--- src/accessPkg.sv ---
package accessPkg;

  //////////////////////////////////////////////////////////////////////
  // Access encodings
  //////////////////////////////////////////////////////////////////////

  // Kind of access presented by the requester
  // An atomic access needs both read and write permission
  typedef enum logic [1:0] {
    kindRead    = 2'd0,
    kindWrite   = 2'd1,
    kindExecute = 2'd2,
    kindAtomic  = 2'd3
  } accessKindT;

  // Access size, the value is log2 of the number of bytes
  // It also indexes the per-region size masks in the memory map
  typedef enum logic [1:0] {
    sizeByte   = 2'd0,
    sizeHalf   = 2'd1,
    sizeWord   = 2'd2,
    sizeDouble = 2'd3
  } accessSizeT;

  //////////////////////////////////////////////////////////////////////
  // Checked result of one access
  //////////////////////////////////////////////////////////////////////

  // Attributes of the region hit come first, then the squash and the faults
  // At most one of the three fault bits is set for a given access
  typedef struct packed {
    logic cacheable;
    logic idempotent;
    logic atomicAllowed;
    logic squashBusAccess;
    logic instrAccessFault;
    logic loadAccessFault;
    logic storeAccessFault;
  } pmaResultT;

endpackage

--- src/memMapPkg.sv ---
package memMapPkg;

  //////////////////////////////////////////////////////////////////////
  // Region indices and select vector
  //////////////////////////////////////////////////////////////////////

  // Number of real regions, the select vector carries one bit more
  localparam int regionCount = 6;

  // Region indices, these are also the bit positions in a select vector
  localparam int regionUart    = 0;
  localparam int regionGpio    = 1;
  localparam int regionPlic    = 2;
  localparam int regionClint   = 3;
  localparam int regionMainRam = 4;
  localparam int regionBootRom = 5;

  // Top bit flags an access that no region accepted
  localparam int regionNone = regionCount;

  typedef logic [regionCount:0] regionSelT;

  // Map constants span the full 34 bit default physical space
  typedef logic [33:0] addrConstT;

  //////////////////////////////////////////////////////////////////////
  // Permission and size masks
  //////////////////////////////////////////////////////////////////////

  // Permission bits: 2 is read, 1 is write, 0 is execute
  localparam logic [2:0] permRW  = 3'b110;
  localparam logic [2:0] permRX  = 3'b101;
  localparam logic [2:0] permRWX = 3'b111;

  // One bit per access size value, bit 0 byte up to bit 3 double
  localparam logic [3:0] sizesByte       = 4'b0001;
  localparam logic [3:0] sizesWord       = 4'b0100;
  localparam logic [3:0] sizesWordDouble = 4'b1100;
  localparam logic [3:0] sizesAll        = 4'b1111;

  //////////////////////////////////////////////////////////////////////
  // Fixed memory map
  //////////////////////////////////////////////////////////////////////

  // Every base is aligned to its range, so the range acts as a low mask
  localparam addrConstT regionBase [regionCount] = '{
    regionUart:    34'h0_1000_0000,
    regionGpio:    34'h0_1006_0000,
    regionPlic:    34'h0_0C00_0000,
    regionClint:   34'h0_0200_0000,
    regionMainRam: 34'h0_8000_0000,
    regionBootRom: 34'h0_0000_1000
  };

  localparam addrConstT regionRange [regionCount] = '{
    regionUart:    34'h0_0000_0007,
    regionGpio:    34'h0_0000_00FF,
    regionPlic:    34'h0_03FF_FFFF,
    regionClint:   34'h0_0000_FFFF,
    regionMainRam: 34'h0_0FFF_FFFF,
    regionBootRom: 34'h0_0000_0FFF
  };

  // Only main memory holds code that may also be written
  localparam logic [2:0] regionPerm [regionCount] = '{
    regionUart:    permRW,
    regionGpio:    permRW,
    regionPlic:    permRW,
    regionClint:   permRW,
    regionMainRam: permRWX,
    regionBootRom: permRX
  };

  // Peripheral registers only take their native width
  localparam logic [3:0] regionSizes [regionCount] = '{
    regionUart:    sizesByte,
    regionGpio:    sizesWord,
    regionPlic:    sizesWord,
    regionClint:   sizesWordDouble,
    regionMainRam: sizesAll,
    regionBootRom: sizesAll
  };

endpackage

--- src/pmaIf.sv ---
`timescale 1ns/1ps

interface pmaIf #(
  parameter int PA_BITS = 34
);
  import accessPkg::*;

  //////////////////////////////////////////////////////////////////////
  // Captured access and its checked result
  //////////////////////////////////////////////////////////////////////

  // Access as registered by the request controller
  logic [PA_BITS-1:0] physicalAddress;
  accessSizeT         size;
  accessKindT         accessKind;

  // Combinational answer of the checker for the access above
  pmaResultT          result;

  // Request side owns the access and samples the result
  modport ctrl (
    output physicalAddress,
    output size,
    output accessKind,
    input  result
  );

  // Checker side looks at the access and answers with the result
  modport check (
    input  physicalAddress,
    input  size,
    input  accessKind,
    output result
  );

endinterface

--- src/adrDec.sv ---
`timescale 1ns/1ps

module adrDec #(
  parameter int                 PA_BITS = 34,
  parameter logic [PA_BITS-1:0] BASE    = '0,
  parameter logic [PA_BITS-1:0] RANGE   = '0,
  parameter logic [2:0]         PERM    = 3'b000,
  parameter logic [3:0]         SIZES   = 4'b0000
) (
  input  logic [PA_BITS-1:0]    physicalAddress,
  input  accessPkg::accessSizeT size,
  input  logic                  accessRW,
  input  logic                  accessRX,
  input  logic                  accessRWX,
  output logic                  sel
);
  import memMapPkg::*;

  logic addrMatch;
  logic permMatch;
  logic sizeMatch;

  // Bits under the range are free offset bits inside the region
  // Only the bits above it have to equal the base
  assign addrMatch = (physicalAddress & ~RANGE) == (BASE & ~RANGE);

  // The region's permission picks the access input it is allowed to accept
  // Each input is only high when the access needs nothing beyond that set
  // Anything that is not RX or RWX is treated as a read/write region
  assign permMatch = (PERM == permRWX) ? accessRWX :
                     (PERM == permRX)  ? accessRX  :
                                         accessRW;

  // The size encoding indexes straight into the mask of allowed sizes
  assign sizeMatch = SIZES[size];

  // Region is selected only when all three checks agree
  assign sel = addrMatch & permMatch & sizeMatch;

endmodule

--- src/adrDecs.sv ---
`timescale 1ns/1ps

module adrDecs #(
  parameter int PA_BITS = 34
) (
  input  logic [PA_BITS-1:0]    physicalAddress,
  input  accessPkg::accessSizeT size,
  input  logic                  accessRW,
  input  logic                  accessRX,
  input  logic                  accessRWX,
  output memMapPkg::regionSelT  sel
);
  import memMapPkg::*;

  // One hit bit per real region, driven by its own decoder
  logic [regionCount-1:0] hit;

  //////////////////////////////////////////////////////////////////////
  // Per-region decoders
  //////////////////////////////////////////////////////////////////////

  // Map constants are sized to PA_BITS here, so a narrower address
  // drops the unused top bits and a wider one zero extends them
  for (genvar i = 0; i < regionCount; i++) begin : gRegion
    adrDec #(
      .PA_BITS (PA_BITS),
      .BASE    (PA_BITS'(regionBase[i])),
      .RANGE   (PA_BITS'(regionRange[i])),
      .PERM    (regionPerm[i]),
      .SIZES   (regionSizes[i])
    ) dec (
      .physicalAddress (physicalAddress),
      .size            (size),
      .accessRW        (accessRW),
      .accessRX        (accessRX),
      .accessRWX       (accessRWX),
      .sel             (hit[i])
    );
  end

  //////////////////////////////////////////////////////////////////////
  // Select vector
  //////////////////////////////////////////////////////////////////////

  // Regions do not overlap, so at most one hit bit is set
  // noRegion sits on top and is set when none of the decoders accepted
  // This also covers an address inside a region with a bad size or kind
  assign sel = {~|hit, hit};

endmodule

--- src/pmaChecker.sv ---
`timescale 1ns/1ps

module pmaChecker (
  pmaIf.check bus
);
  import accessPkg::*;
  import memMapPkg::*;

  logic       readAccess;
  logic       writeAccess;
  logic       executeAccess;
  logic       accessRW;
  logic       accessRX;
  logic       accessRWX;
  logic       accessFault;
  regionSelT  sel;

  //////////////////////////////////////////////////////////////////////
  // Access intent
  //////////////////////////////////////////////////////////////////////

  // An atomic access reads and writes the same location
  assign readAccess    = (bus.accessKind == kindRead) | (bus.accessKind == kindAtomic);
  assign writeAccess   = (bus.accessKind == kindWrite) | (bus.accessKind == kindAtomic);
  assign executeAccess = bus.accessKind == kindExecute;

  // Each class is set only when the access fits entirely inside it
  // So a write or an atomic never passes as RX
  assign accessRW  = (readAccess | writeAccess) & ~executeAccess;
  assign accessRX  = (readAccess | executeAccess) & ~writeAccess;
  assign accessRWX = readAccess | writeAccess | executeAccess;

  // Address width comes from the interface this checker is bound to
  adrDecs #(
    .PA_BITS ($bits(bus.physicalAddress))
  ) decs (
    .physicalAddress (bus.physicalAddress),
    .size            (bus.size),
    .accessRW        (accessRW),
    .accessRX        (accessRX),
    .accessRWX       (accessRWX),
    .sel             (sel)
  );

  // A fault needs an actual access that no region accepted
  assign accessFault = sel[regionNone] & accessRWX;

  //////////////////////////////////////////////////////////////////////
  // Attributes and fault routing
  //////////////////////////////////////////////////////////////////////

  always_comb begin
    // Both memories may be cached, only main memory is plain RAM
    bus.result.cacheable     = sel[regionMainRam] | sel[regionBootRom];
    bus.result.idempotent    = sel[regionMainRam];
    bus.result.atomicAllowed = sel[regionMainRam];

    // The bus access is dropped whenever the access faults
    bus.result.squashBusAccess = accessFault;

    // Fault goes to the pipeline stage that issued the access
    // An atomic fault counts as a store fault, never as a load fault
    bus.result.instrAccessFault = accessFault & executeAccess;
    bus.result.loadAccessFault  = accessFault & (bus.accessKind == kindRead);
    bus.result.storeAccessFault = accessFault & writeAccess;
  end

endmodule

--- src/pmaRequestCtrl.sv ---
`timescale 1ns/1ps

module pmaRequestCtrl #(
  parameter int PA_BITS = 34
) (
  input  logic                  clk,
  input  logic                  reset,
  input  logic                  req,
  input  logic [PA_BITS-1:0]    physicalAddress,
  input  accessPkg::accessSizeT size,
  input  accessPkg::accessKindT accessKind,
  output logic                  ack,
  output accessPkg::pmaResultT  result,
  pmaIf.ctrl                    bus
);

  //////////////////////////////////////////////////////////////////////
  // Handshake FSM
  //////////////////////////////////////////////////////////////////////

  // idle waits for a new request
  // capture registers the access onto the interface
  // respond registers the checked result and raises ack
  // waitRelease holds ack and result until req drops
  typedef enum logic [1:0] {
    stIdle,
    stCapture,
    stRespond,
    stWaitRelease
  } ctrlStateT;

  ctrlStateT state;

  always_ff @(posedge clk) begin
    if (reset) begin
      state  <= stIdle;
      ack    <= 1'b0;
      result <= '0;
    end else begin
      case (state)
        stIdle: begin
          // ack from the previous access falls on the first idle edge
          ack <= 1'b0;
          // A request only counts once the last ack has been lowered
          if (req && !ack) begin
            state <= stCapture;
          end
        end
        stCapture: begin
          // Access lands on the interface at this edge, checker settles
          state <= stRespond;
        end
        stRespond: begin
          result <= bus.result;
          ack    <= 1'b1;
          state  <= stWaitRelease;
        end
        stWaitRelease: begin
          // Requester may hold req as long as it likes, nothing changes
          if (!req) begin
            state <= stIdle;
          end
        end
        default: begin
          state <= stIdle;
        end
      endcase
    end
  end

  //////////////////////////////////////////////////////////////////////
  // Access capture
  //////////////////////////////////////////////////////////////////////

  // The requester holds its inputs stable while req is high
  // Registering them keeps the checker input quiet for the whole access
  always_ff @(posedge clk) begin
    if (state == stCapture) begin
      bus.physicalAddress <= physicalAddress;
      bus.size            <= size;
      bus.accessKind      <= accessKind;
    end
  end

endmodule

--- src/pmaUnit.sv ---
`timescale 1ns/1ps

module pmaUnit #(
  parameter int PA_BITS = 34
) (
  input  logic                  clk,
  input  logic                  reset,
  input  logic                  req,
  input  logic [PA_BITS-1:0]    physicalAddress,
  input  accessPkg::accessSizeT size,
  input  accessPkg::accessKindT accessKind,
  output logic                  ack,
  output accessPkg::pmaResultT  result
);

  //////////////////////////////////////////////////////////////////////
  // Request controller and checker
  //////////////////////////////////////////////////////////////////////

  // Carries the captured access to the checker and its answer back
  pmaIf #(
    .PA_BITS (PA_BITS)
  ) bus ();

  // Four-phase handshake with the requester, one access in flight
  pmaRequestCtrl #(
    .PA_BITS (PA_BITS)
  ) reqCtrl (
    .clk             (clk),
    .reset           (reset),
    .req             (req),
    .physicalAddress (physicalAddress),
    .size            (size),
    .accessKind      (accessKind),
    .ack             (ack),
    .result          (result),
    .bus             (bus.ctrl)
  );

  // Purely combinational, the controller samples it one cycle later
  pmaChecker pmaCheck (
    .bus (bus.check)
  );

endmodule

--- config.mk ---
export PLATFORM = sky130hd
export DESIGN_NAME = pmaUnit
export DESIGN_NICKNAME = d
export VERILOG_FILES = /design/src/accessPkg.sv /design/src/memMapPkg.sv /design/src/pmaIf.sv /design/src/adrDec.sv /design/src/adrDecs.sv /design/src/pmaChecker.sv /design/src/pmaRequestCtrl.sv /design/src/pmaUnit.sv
export SDC_FILE = /design/constraint.sdc
export NUM_CORES = 1
export LEC_CHECK = 0
export ABC_AREA = 0
export BUFFER_PORTS_ARGS = -buffer_cell sky130_fd_sc_hd__buf_2
export CELL_PAD_IN_SITES_DETAIL_PLACEMENT = 1
export CELL_PAD_IN_SITES_GLOBAL_PLACEMENT = 2
export CORE_MARGIN = 5
export CORE_UTILIZATION = 30
export CTS_CLUSTER_SIZE = 25
export DETAILED_ROUTE_END_ITERATION = 8
export HOLD_SLACK_MARGIN = 0.08
export PLACE_DENSITY_LB_ADDON = 0.1
export SYNTH_ARGS = -nofsm -noshare
export SYNTH_HDL_FRONTEND = slang
export SYNTH_SLANG_ARGS = --single-unit
--- constraint.sdc ---
create_clock -name clk -period 1.6 [get_ports clk]
set_input_delay 0.16 -clock clk [delete_from_list [all_inputs] [get_ports clk]]
set_output_delay 0.16 -clock clk [all_outputs]
set_load 0.05 [all_outputs]
Yosys cells after proc, flatten, opt, wreduce, memory -nomap -nowiden
Index checks and enable logic that the tools add are counted.
{"block": "op_classes", "add_sub_neg": 0, "n_mul": 0, "n_div": 0, "magnitude_cmp": 1, "n_eq_ne": 14, "n_shift": 0, "muxes": 12, "bitwise_logic": 26, "reduce_logical": 8}
{"cell": "$eq 31x26->1 const B", "n": 1}
{"cell": "$eq 26x21->1 const B", "n": 1}
{"cell": "$eq 22x1->1 const B", "n": 1}
{"cell": "$and 1x1->1", "n": 18}
{"cell": "$eq 18x10->1 const B", "n": 1}
{"cell": "$bmux 1 s2", "n": 4}
{"cell": "$eq 2x2->1 const B", "n": 4}
{"cell": "$eq 8x2->1 const B", "n": 1}
{"cell": "$pmux 2 s4", "n": 1}
{"cell": "$eq 6x4->1 const B", "n": 1}
{"cell": "$or 1x1->1", "n": 6}
{"cell": "$reduce_or 6->1", "n": 1}
{"cell": "$eq 2x1->1 const B", "n": 2}
{"cell": "$logic_not 2->1", "n": 2}
{"cell": "$mux 1", "n": 4}
{"cell": "$mux 2", "n": 2}
{"cell": "$lt 2x3->1 const B", "n": 1}
{"cell": "$logic_not 1->1", "n": 2}
{"cell": "$ne 2x1->1 const B", "n": 1}
{"cell": "$ne 2x2->1 const B", "n": 1}
{"cell": "$not 1->1", "n": 2}
{"cell": "$pmux 1 s2", "n": 1}
{"cell": "$reduce_and 2->1", "n": 1}
{"cell": "$reduce_bool 2->1", "n": 1}
{"cell": "$logic_and 1x1->1", "n": 1}
{"block": "totals", "regBits": 47, "latch_bits": 0, "ramBits": 0, "mem_bits_ro": 0, "wordCells": 72, "memories": 0}

Logic depth before layout (Yosys ltp)
Gate-level depths: netlist of run 1.
{"block": "logic_depth", "depth_word": 10, "mapped_depth": 6}

Cells and area by module
From an unflattened synthesis of run 1, not the netlist that was laid out.
{"block": "hier_totals", "hier_cells": 143, "area_unflattened_um2": 2074.5}
{"module": "pmaRequestCtrl", "n_inst": 1, "cells_per_inst": 84, "area_each_um2": 1615.3, "seq_area_each_um2": 1341.3}
{"module": "adrDec at pmaCheck.decs.gRegion[0].dec", "n_inst": 1, "cells_per_inst": 13, "area_each_um2": 96.3, "seq_area_each_um2": 0.0}
{"module": "adrDec at pmaCheck.decs.gRegion[1].dec", "n_inst": 1, "cells_per_inst": 11, "area_each_um2": 87.6, "seq_area_each_um2": 0.0}
{"module": "adrDec at pmaCheck.decs.gRegion[5].dec", "n_inst": 1, "cells_per_inst": 9, "area_each_um2": 67.6, "seq_area_each_um2": 0.0}
{"module": "adrDec at pmaCheck.decs.gRegion[3].dec", "n_inst": 1, "cells_per_inst": 8, "area_each_um2": 65.1, "seq_area_each_um2": 0.0}
{"module": "pmaChecker", "n_inst": 1, "cells_per_inst": 10, "area_each_um2": 62.6, "seq_area_each_um2": 0.0}
{"module": "adrDec at pmaCheck.decs.gRegion[2].dec", "n_inst": 1, "cells_per_inst": 4, "area_each_um2": 38.8, "seq_area_each_um2": 0.0}
{"module": "adrDec at pmaCheck.decs.gRegion[4].dec", "n_inst": 1, "cells_per_inst": 2, "area_each_um2": 23.8, "seq_area_each_um2": 0.0}
{"module": "adrDecs", "n_inst": 1, "cells_per_inst": 2, "area_each_um2": 17.5, "seq_area_each_um2": 0.0}

Worst setup path before layout of run 1
OpenSTA, ideal clock, no wires.
{"block": "synth_path", "kind": "reg-to-reg", "startpoint": "register reqCtrl.state[1]", "endpoint": "register reqCtrl.bus.accessKind[0], enable pin", "t_arrival_ns": 1.296, "required_ns": 1.204, "path_slack_ns": -0.091, "stages_incl_launch_ff": 3, "synth_period_minus_slack_ns": 1.691, "cell_sequence": "dfxtp_1 inv_1 ha_1"}
{"block": "synth_via", "elab_chain_cells": 1}
{"item": "start: declaration", "line_no": "pmaRequestCtrl.sv:32", "source": "ctrlStateT state;"}
{"item": "start signal: assignment", "line_no": "pmaRequestCtrl.sv:36", "source": "state <= stIdle;"}
{"item": "start signal: assignment", "line_no": "pmaRequestCtrl.sv:46", "source": "state <= stCapture;"}
{"item": "start signal: assignment", "line_no": "pmaRequestCtrl.sv:51", "source": "state <= stRespond;"}
{"item": "$eq 2x1->1", "line_no": "pmaRequestCtrl.sv:78", "source": "if (state == stCapture) begin"}
{"item": "end: declaration", "line_no": "pmaIf.sv:24", "source": "output accessKind,"}
Every way passes these cells.
A chain may end at the register's enable or synchronous reset.

Worst setup path after layout of run 1
{"block": "layout_path", "startpoint": "register reqCtrl.bus.physicalAddress[28]", "endpoint": "register, netlist name reqCtrl.result[1]"}
{"block": "layout_via", "elab_chain_cells": 7, "word_cells_on_any_way": 22, "classes_between": "eq/ne: 6; bitwise: 14; reduce/logical: 2"}
{"item": "start: declaration", "line_no": "pmaIf.sv:22", "source": "output physicalAddress,"}
{"item": "$eq 31x26->1 (tied with other cells)", "line_no": "adrDec.sv:25", "source": "assign addrMatch = (physicalAddress & ~RANGE) == (BASE & ~RANGE);"}
{"item": "$and 1x1->1 (2 in a row)", "line_no": "adrDec.sv:38", "source": "assign sel = addrMatch & permMatch & sizeMatch;"}
{"item": "$reduce_or 6->1 (*)", "line_no": "adrDecs.sv:48", "source": "assign sel = {~|hit, hit};"}
{"item": "$logic_not 1->1 (*)", "line_no": "adrDecs.sv:48"}
{"item": "$and 1x1->1 (*)", "line_no": "pmaChecker.sv:46", "source": "assign accessFault = sel[regionNone] & accessRWX;"}
{"item": "$and 1x1->1 (*)", "line_no": "pmaChecker.sv:64", "source": "bus.result.loadAccessFault = accessFault & (bus.accessKind == kindRead);"}
Mark *: on every way between the ends. The rest lies on a longest branch, timed or not.

==> flow_summary.yaml, run 1 <==
timing:
  rsz0062_at_grt: "true"
  tightestPinTransition_ns: 0.276
  relSlewSlack_pct: 81.5
  worst_slack_ns: -0.135
  hold_violations: 0
  period_needed_ns: 1.73
  finClkSkew_ns: 0.00626
  setup_violations: 5
  slew_violations: 0
  fin_crit_sh_pct: 108
  hold_slack_ns: 0.175
  max_freq_mhz: 576
cts:
  htree_num_levels: 2
  cts_tree: "built"
  clock_path_buffers: 2
  clockRootBuffer: "clkbuf_8"
  clock_sink_count: 44
  cts_buffers: 5
  path_clk_slew_ns: 0.08
  clk_latency_ns: 0.29
synthesis:
  seq_area_frac_synth_pct: 75.5
  synth-seq-cells: 44
  synth_top_family_by_area: "simple AND/OR/NAND/NOR gates"
  syn-num-nets: 150
  muxShareOfSynthArea_pct: 0
  netlist_instances: 105
  ys_top_cells_by_area: "edfxtp_1 (64%), dfxtp_1 (11%), ha_1 (3.1%), nor2_1 (2.5%), nor3_1 (1.8%)"
  ys.warnings.count: 0
  synth_commonest_cells: "edfxtp_1 (35), nor2_1 (11), dfxtp_1 (9)"
  synthDistinctLibCells: 27
  post-synth-top-count-cell: "edfxtp_1"
  yosys.area_share.simple_pct: 13.7
  synthDominantCellAreaShare_pct: 64.5
  synth_flop_cell: "edfxtp_1"
  synthAdderAreaFrac_pct: 3.07
  synth_edf_count: 35
  synth-compound-area-share_pct: 5.91
  synth_area_um2: 1630
  synth.avg_cell_area_um2: 15.5
  synth_area_leader_cell: "edfxtp_1"
  synth_xor_area_share_pct: 0
  async_flop_share_pct: 0
pwr:
  ir_drop_uv: 602
  leakage_nw: 1.01
  power_density_nw_per_um2: 1460
routing:
  wl_mm: 3.54
  final_antenna_net_count: 0
  routed-via-count: 1234
  vias_per_cell: 4.45
  drc_errors: 0
  wl_per_cell_um: 12.8
  drt_iter0_drc: 28
  drtPass1Iterations: 3
place:
  portBuffers: 45
  dp.cells: 234
  gp_congestion: 0.694
  hpwl_mm: 2.49
  post-place-ws_ns: -0.300
global_routing:
  first_global_vias: 1366
  grt_pass1_wl_mm: 5.71
  antenna_found_initial: 0
  grt_max_degree: 36
  grt_use_total_pct: 10.3
  overflow: 0
floorplanning:
  initial_core_util_pct: 31.3
  num_rows: 26
  die_h_um: 83.7
  dieWidth_um: 83.7
  io_pins: 49
  core_area_um2: 5200
  die_area_um2: 7010
critical_path:
  cp-end-kind: "flop"
  crit_type: "reg -> reg"
  worstPathMaxFanout: 3
  crit_path_start_kind: "flop"
  cp.required_ns: 1.78
  arrival_ns: 1.92
layout:
  diodes: 0
  final_core_util_pct: 50.3
  areaGrowthSynthToFinish_pct: 60.7
  final_cells: 277
  layout-drive-gt1-share_pct: 39.1
  layout.nets: 251
run_status:
  status: "finished, violations left"
  violations: "negative setup slack"
job:
  drv_cap: 0
worst_hold_path:
  min_path_type: "in -> reg"
critical path, stage by stage (launching register included):
cell      delay (ns)
edfxtp_1        0.39
or4_4           0.59
o31a_1          0.31
o31ai_4         0.10
nor4_4          0.07
a22o_1          0.18
flip-flops by register name, indices dropped and copies added, names as in the netlist:
register / flops
reqCtrl.bus.physicalAddress: 31
reqCtrl.bus.accessKind: 2
reqCtrl.result: 6
reqCtrl.ack: 1
reqCtrl.bus.size: 2
reqCtrl.state: 2
routing by layer:
layer | track usage (%) | part of all wire (%)
met5 | 0 | 0
met4 | 3.07 | 1.2
met3 | 3.85 | 6.5
met2 | 19.4 | 54
met1 | 10.3 | 38
cell usage in the layout (no fill, tap or decap), drive strengths merged, types with 3 or more instances in the layout:
cell	Yosys	layout
buf	1	61
dlygate4sd3	0	35
edfxtp	35	35
nor2	11	11
dfxtp	9	9
nor3	6	6
clkbuf	1	6
nor4	6	6
inv	5	5
ha	4	4
nand2b	3	3
nand4	3	3
path summary, 6_finish.rpt:
kind,startpoint,to,slack (ns),depth (start not counted)
setup / recovery,reqCtrl.bus.physicalAddress[28]$_DFFE_PN_,reqCtrl.result[1]$_SDFFE_PP0P_,-0.13,5
hold / removal,reset,reqCtrl.ack$_SDFFE_PP0P_,0.17,2
setup reg to reg,reqCtrl.bus.physicalAddress[28]$_DFFE_PN_,reqCtrl.result[1]$_SDFFE_PP0P_,-0.13,5
hold reg to reg,reqCtrl.result[3]$_SDFFE_PP0P_,reqCtrl.result[3]$_SDFFE_PP0P_,0.45,1
cells by family after synthesis:
family,Yosys count
adders and majority gates,4
buffers and inverters,7
DFF,44
and+or+nand+nor,38
AOI/OAI and AO/OA,12
layout make-up:
class	instances	area, um2
sequential	44	1230
timing repair buffer	96	708
clock buffer	6	72.6
clock inverter	2	35.0
fill	542	2580
multi-input combinational	54	467
tap	70	87.6
inverter	5	18.8
through the flow:
stage	total power, mW	instance area [um2]	setup TNS, ns
final	3.83	2620	-0.508
after global routing	4.06	2620	-1.11
after CTS	3.88	2590	-0.674
after detailed placement	2.91	2070	-1.14
after global placement	2.87	2070	-0.814
after floorplan	2.48	1630	-0.130
power by group:
part / internal (mW) / leakage [nW] / switching [mW] / total, mW
registers: 1.67 / 0.400 / 0.178 / 1.84
clock network: 0.463 / 0.0552 / 0.355 / 0.819
logic: 0.483 / 0.556 / 0.684 / 1.17
total: 2.61 / 1.01 / 1.22 / 3.83
timing repair:
action / CTS / global route
resized for setup: 11 / 3
setup buffers: 1 / 0
cloned: 0 / 0
pin swaps: 5 / 2
setup endpoints to repair: 6 / 6
hold endpoints to repair: 35 / 0
hold buffers: 35 / 0
(Power assumes the default switching activity.)
==> run 2, diff against run 1 <==
--- a/config.mk
+++ b/config.mk
@@ -9,7 +9,7 @@
 export BUFFER_PORTS_ARGS = -buffer_cell sky130_fd_sc_hd__buf_2
 export CELL_PAD_IN_SITES_DETAIL_PLACEMENT = 1
 export CELL_PAD_IN_SITES_GLOBAL_PLACEMENT = 2
-export CORE_MARGIN = 5
+export CORE_MARGIN = 3
 export CORE_UTILIZATION = 30
 export CTS_CLUSTER_SIZE = 25
 export DETAILED_ROUTE_END_ITERATION = 8
==> constraint.sdc (replaced) <==
create_clock -name clk -period 1.8 [get_ports clk]
set_input_delay 0.18 -clock clk [delete_from_list [all_inputs] [get_ports clk]]
set_output_delay 0.18 -clock clk [all_outputs]
set_load 0.05 [all_outputs]
==> run 2 against run 1 <==
  * The flow now finishes without violations
  * Non-clock buffer count decreased by 13
  * Clock power decreased by 29%
  * Sequential share of layout area increased by 3.4 points
  * Fmax decreased by 1.3%
  * Critical path depth unchanged
  * Critical path type unchanged
  * Wire length decreased by 3.2%
==> flow_summary.yaml, run 2 (synthesis results as in run 1) <==
job:
  drv_cap: 0
routing:
  wl_mm: 3.42
  wl_per_cell_um: 13.0
  vias_per_cell: 4.44
  routed-via-count: 1172
  drt_iter0_drc: 28
  final_antenna_net_count: 0
  drc_errors: 0
  drtPass1Iterations: 4
floorplanning:
  core_area_um2: 5170
  die_h_um: 79.7
  io_pins: 49
  initial_core_util_pct: 31.5
  die_area_um2: 6360
  dieWidth_um: 79.7
  num_rows: 26
critical_path:
  cp-end-kind: "flop"
  rr_endpoint: "reqCtrl.result[1]$_SDFFE_PP0P_"
  crit_path_start_kind: "flop"
  worstPathMaxFanout: 3
  reg2reg_from: "reqCtrl.bus.physicalAddress[28]$_DFFE_PN_"
  cp.required_ns: 1.99
  r2r_slack_ns: 0.04
  crit_type: "reg -> reg"
  slowest_delay_ns: 0.59
  reg2regPathDepth: 5
  worstPathCellList: "or4_4 > o31a_1 > o31ai_4 > nor4_4 > a22o_1"
  crit_slowest_cell: "or4_4"
  arrival_ns: 1.94
pwr:
  power_density_nw_per_um2: 1280
  ir_drop_uv: 510
  comb_power_share_pct: 29.1
  p_int_mw: 2.09
  leakage_nw: 0.931
  p_sw_mw: 1.03
  pwr-share-seq_pct: 52.2
  netSwitchingFraction_pct: 33.1
  pwr-share-clk_pct: 18.6
place:
  hpwl_mm: 2.38
  gp_congestion: 0.712
  placed_area_um2: 1970
  portBuffers: 45
  post-place-ws_ns: -0.0473
timing:
  fin_crit_sh_pct: 97.6
  relSlewSlack_pct: 79.0
  finClkSkew_ns: 0.00836
  hold_slack_ns: 0.103
  fin_tns_setup_ns: 0
  hold_violations: 0
  period_needed_ns: 1.76
  slew_violations: 0
  worst_slack_ns: 0.0426
  setup_violations: 0
  rsz0062_at_grt: "true"
  max_freq_mhz: 569
  tightestPinTransition_ns: 0.313
worst_hold_path:
  hp-start: "physicalAddress[24]"
  hold_depth: 1
  hold_end: "reqCtrl.bus.physicalAddress[24]$_DFFE_PN_"
  min_path_type: "in -> reg"
cts:
  htree_num_levels: 2
  clk_latency_ns: 0.29
  clock_sink_count: 44
  clock_path_buffers: 2
  clockRootBuffer: "clkbuf_8"
  path_clk_slew_ns: 0.08
  cts_buffers: 5
  cts_tree: "built"
run_status:
  status: "completed"
layout:
  top_register: "reqCtrl.bus.physicalAddress"
  layout-drive-gt1-share_pct: 32.0
  mostFrequentLayoutCells: "buf_2 (45), edfxtp_1 (35), dlygate4sd3_1 (34)"
  areaGrowthSynthToFinish_pct: 50.0
  design_area_um2: 2440
  layout.nets: 238
  mostFrequentLayoutCell: "buf_2"
  diodes: 0
  largest_reg_flops: 31
  reg_top3: "reqCtrl.bus.physicalAddress x31, reqCtrl.result x6"
global_routing:
  overflow: 0
  first_global_vias: 1282
  grt_use_total_pct: 11.9
  grt_max_degree: 36
  antenna_found_initial: 0
  grt_pass1_wl_mm: 5.76
[run 2: area by class of cell]
type | count | area, um2
Fill cell | 546 | 2730
Sequential cell | 44 | 1230
Timing Repair Buffer | 83 | 608
Multi-Input combinational cell | 54 | 419
Tap cell | 70 | 87.6
Clock buffer | 7 | 76.3
Inverter | 5 | 18.8
Clock inverter | 1 | 3.75
[run 2: timing repair]
item                                    4_1_cts  5_1_grt
pin swaps                                     0        1
endpoints found under the hold margin        34        0
resized for setup                             2        6
endpoints found under the setup margin        3        5
buffers inserted                              0        1
hold buffers                                 34        0
[run 2: worst max-delay path, delay by kind of cell (launching register included)]
kind / cells / cell delay, ns
AND/OR/NAND/NOR: 2 / 0.68
flip-flops: 1 / 0.40
AO/OA/AOI/OAI: 3 / 0.57
[run 2: how the worst max path moves through the flow]
stage,startpoint,endpoint,slack [ns]
final,reqCtrl.bus.physicalAddress[28]$_DFFE_PN_,reqCtrl.result[1]$_SDFFE_PP0P_,0.04
after global routing,reqCtrl.bus.physicalAddress[28]$_DFFE_PN_,reqCtrl.result[1]$_SDFFE_PP0P_,-0.03
after CTS,reqCtrl.bus.physicalAddress[4]$_DFFE_PN_,reqCtrl.result[1]$_SDFFE_PP0P_,0.01
after detailed placement,reqCtrl.bus.physicalAddress[25]$_DFFE_PN_,reqCtrl.result[1]$_SDFFE_PP0P_,-0.05
after global placement,reqCtrl.bus.physicalAddress[20]$_DFFE_PN_,reqCtrl.result[1]$_SDFFE_PP0P_,0.001
after floorplan,reqCtrl.state[1]$_SDFFE_PP0P_,reqCtrl.bus.accessKind[0]$_DFFE_PN_,0.11
[run 2: per-layer routing]
metal | part of all wire [%] | vias to the layer above | wire length, um | global-route usage, %
met5 | 0 | - | 0 | 0
met1 | 41 | 555 | 1390 | 13.2
li1 | - | 577 | - | -
met3 | 6.0 | 6 | 205 | 3.50
met4 | 1.2 | 0 | 42 | 4.12
met2 | 52 | 34 | 1790 | 21.5
[run 2: stage by stage]
stage	instances	util, %	total power, mW
final	264	47.3	3.13
after global routing	264	47.3	3.36
after CTS	263	46.3	3.14
after detailed placement	221	38.0	2.49
after global placement	221	38.0	2.45
after floorplan	105	-	2.20
[run 2: power groups by stage]
stage	registers (mW)	logic, mW	clock network [mW]
6_report	1.63	0.911	0.583
3_5_place_dp	1.65	0.848	0
5_1_grt	1.67	1.02	0.662
2_1_floorplan	1.76	0.440	0
4_1_cts	1.63	0.908	0.601
3_3_place_gp	1.63	0.818	0
==> run 3, diff against run 2 <==
--- a/config.mk
+++ b/config.mk
@@ -6,7 +6,7 @@
 export NUM_CORES = 1
 export LEC_CHECK = 0
 export ABC_AREA = 0
-export BUFFER_PORTS_ARGS = -buffer_cell sky130_fd_sc_hd__buf_2
+export BUFFER_PORTS_ARGS = -buffer_cell sky130_fd_sc_hd__buf_4
 export CELL_PAD_IN_SITES_DETAIL_PLACEMENT = 1
 export CELL_PAD_IN_SITES_GLOBAL_PLACEMENT = 2
 export CORE_MARGIN = 3
==> run 3 against run 2 <==
  * Clock-buffer cell count down 1
  * Clock skew down 0.0042 ns
  * Setup slack worse by 0.025 ns
  * Critical path type unchanged
  * Wire length up 5.9%
  * Power is 7.9% higher
  * Final cell count stayed put
  * Design area increased by 6.5%
  * First-iteration DRC count is 110% higher
==> flow_summary.yaml, run 3 (synthesis results as in run 1) <==
cts:
  cts_buffers: 5
  cts_tree: "built"
  clock_path_buffers: 2
  clk_latency_ns: 0.29
  clock_sink_count: 44
  path_clk_slew_ns: 0.08
  cts_setup_buffers: 0
  clockRootBuffer: "clkbuf_8"
  htree_num_levels: 2
pwr:
  pwr-share-seq_pct: 49.2
  p_int_mw: 2.29
  leakage_nw: 0.979
  ir_drop_uv: 528
  power_density_nw_per_um2: 1300
  pwr-share-clk_pct: 21.9
  netSwitchingFraction_pct: 32.1
  p_sw_mw: 1.08
  comb_power_share_pct: 29.0
timing:
  max_freq_mhz: 561
  relSlewSlack_pct: 73.4
  rsz0062_at_grt: "true"
  setup_violations: 0
  period_needed_ns: 1.78
  fin_tns_setup_ns: 0
  slew_violations: 0
  worst_slack_ns: 0.0174
  fin_crit_sh_pct: 99.0
  finClkSkew_ns: 0.00420
  hold_violations: 0
  tightestPinTransition_ns: 0.396
global_routing:
  grt_max_degree: 36
  antenna_found_initial: 0
  grt_use_total_pct: 12.4
  first_global_vias: 1311
  overflow: 0
  grt_pass1_wl_mm: 5.91
critical_path:
  crit_slowest_cell: "or4_4"
  worstPathMaxFanout: 3
  cp-end-kind: "flop"
  slowest_delay_ns: 0.59
  cp.required_ns: 1.99
  r2r_slack_ns: 0.02
  cpLargestDelayFamily: "simple AND/OR/NAND/NOR gates"
  worstPathCellList: "or4_4 > a211oi_1 > nor4_4 > a22o_1"
  crit_path_start_kind: "flop"
  critPathBufInv: 0
  crit_type: "reg -> reg"
  arrival_ns: 1.97
layout:
  areaGrowthSynthToFinish_pct: 59.7
  final_core_util_pct: 50.3
  ff_latch_area_um2: 1230
  top_register: "reqCtrl.bus.physicalAddress"
  multi_input_area_um2: 435
  diodes: 0
  layout.nets: 238
  layout-drive-gt1-share_pct: 33.0
  design_area_um2: 2600
  n_fill_cell: 521
  largest_reg_flops: 31
  final_cells: 264
  mostFrequentLayoutCells: "buf_4 (47), dlygate4sd3_1 (35), edfxtp_1 (35)"
  reg_top3: "reqCtrl.bus.physicalAddress x31, reqCtrl.result x6"
  mostFrequentLayoutCell: "buf_4"
place:
  portBuffers: 45
  hpwl_mm: 2.44
  gp_congestion: 0.712
  dp.cells: 221
  post-place-ws_ns: -0.0414
  placed_area_um2: 2080
floorplanning:
  die_area_um2: 6360
  io_pins: 49
  die_h_um: 79.7
  dieWidth_um: 79.7
  num_rows: 26
  initial_core_util_pct: 31.5
  core_area_um2: 5170
routing:
  vias_per_cell: 4.42
  met2_length_mm: 1.96
  wl_mm: 3.62
  drt_iter0_drc: 58
  wl_per_cell_um: 13.7
  drt-met1-wl_mm: 1.42
  drtPass1Iterations: 3
  routed-via-count: 1168
  drc_errors: 0
  top_layer: "met4"
  wl_met3_um: 208
  final_antenna_net_count: 0
run_status:
  status: "completed"
job:
  drv_cap: 0
worst_hold_path:
  min_path_type: "in -> reg"
==> run 3: changes by cell type in the layout (fill, tap and decap cells not counted), sizes merged <==
cell / previous run / this run
dlygate4sd3: 34 / 35
bufinv: 0 / 1
buf: 49 / 48
clkbuf: 7 / 6
==> run 3: path summary, 6_finish.rpt <==
kind / startpoint / to / cells past startpoint
setup / recovery: reqCtrl.bus.physicalAddress[28]$_DFFE_PN_ / reqCtrl.result[0]$_SDFFE_PP0P_ / 4
setup reg to reg: reqCtrl.bus.physicalAddress[28]$_DFFE_PN_ / reqCtrl.result[0]$_SDFFE_PP0P_ / 4
hold / removal: reset / reqCtrl.ack$_SDFFE_PP0P_ / 2
hold reg to reg: reqCtrl.result[3]$_SDFFE_PP0P_ / reqCtrl.result[3]$_SDFFE_PP0P_ / 1
==> run 3: cell type report <==
cell class,count,area share (%)
Sequential cell,44,47.3
Inverter,5,0.721
Clock inverter,2,1.35
Tap cell,70,3.36
Multi-Input combinational cell,54,16.7
Timing Repair Buffer,83,27.8
Clock buffer,6,2.79
==> run 3: through the flow <==
step | hold WS (ns) | power [mW]
2_1_floorplan | 0.279 | 2.20
3_3_place_gp | 0.358 | 2.50
3_5_place_dp | 0.359 | 2.56
4_1_cts | 0.0996 | 3.38
5_1_grt | 0.131 | 3.58
6_report | 0.118 | 3.37
==> run 3: power groups by stage <==
stage | Sequential [mW] | Combinational [mW] | Clock (mW)
finish | 1.66 | 0.977 | 0.738
detailed placement | 1.65 | 0.909 | 0
CTS | 1.64 | 0.976 | 0.767
global route | 1.70 | 1.07 | 0.810
global placement | 1.63 | 0.870 | 0
floorplan | 1.76 | 0.440 | 0
==> run 3: worst register-to-register path, stage by stage (launching register included) <==
cell	delay, ns
edfxtp_1	0.41
or4_4	0.59
a211oi_1	0.40
nor4_4	0.10
a22o_1	0.19
==> run 3: repair_timing <==
| item | CTS | global route |
|---|---|---|
| setup endpoints to repair | 3 | 5 |
| pin swaps | 0 | 4 |
| hold endpoints to repair | 35 | 0 |
| resized for setup | 2 | 8 |
| hold buffers | 35 | 0 |
==> run 3: per-layer routing <==
layer / track usage (%) / up-vias
li1: - / 576
met1: 13.5 / 554
met2: 22.7 / 34
met3: 3.84 / 4
met4: 4.12 / 0
met5: 0 / -
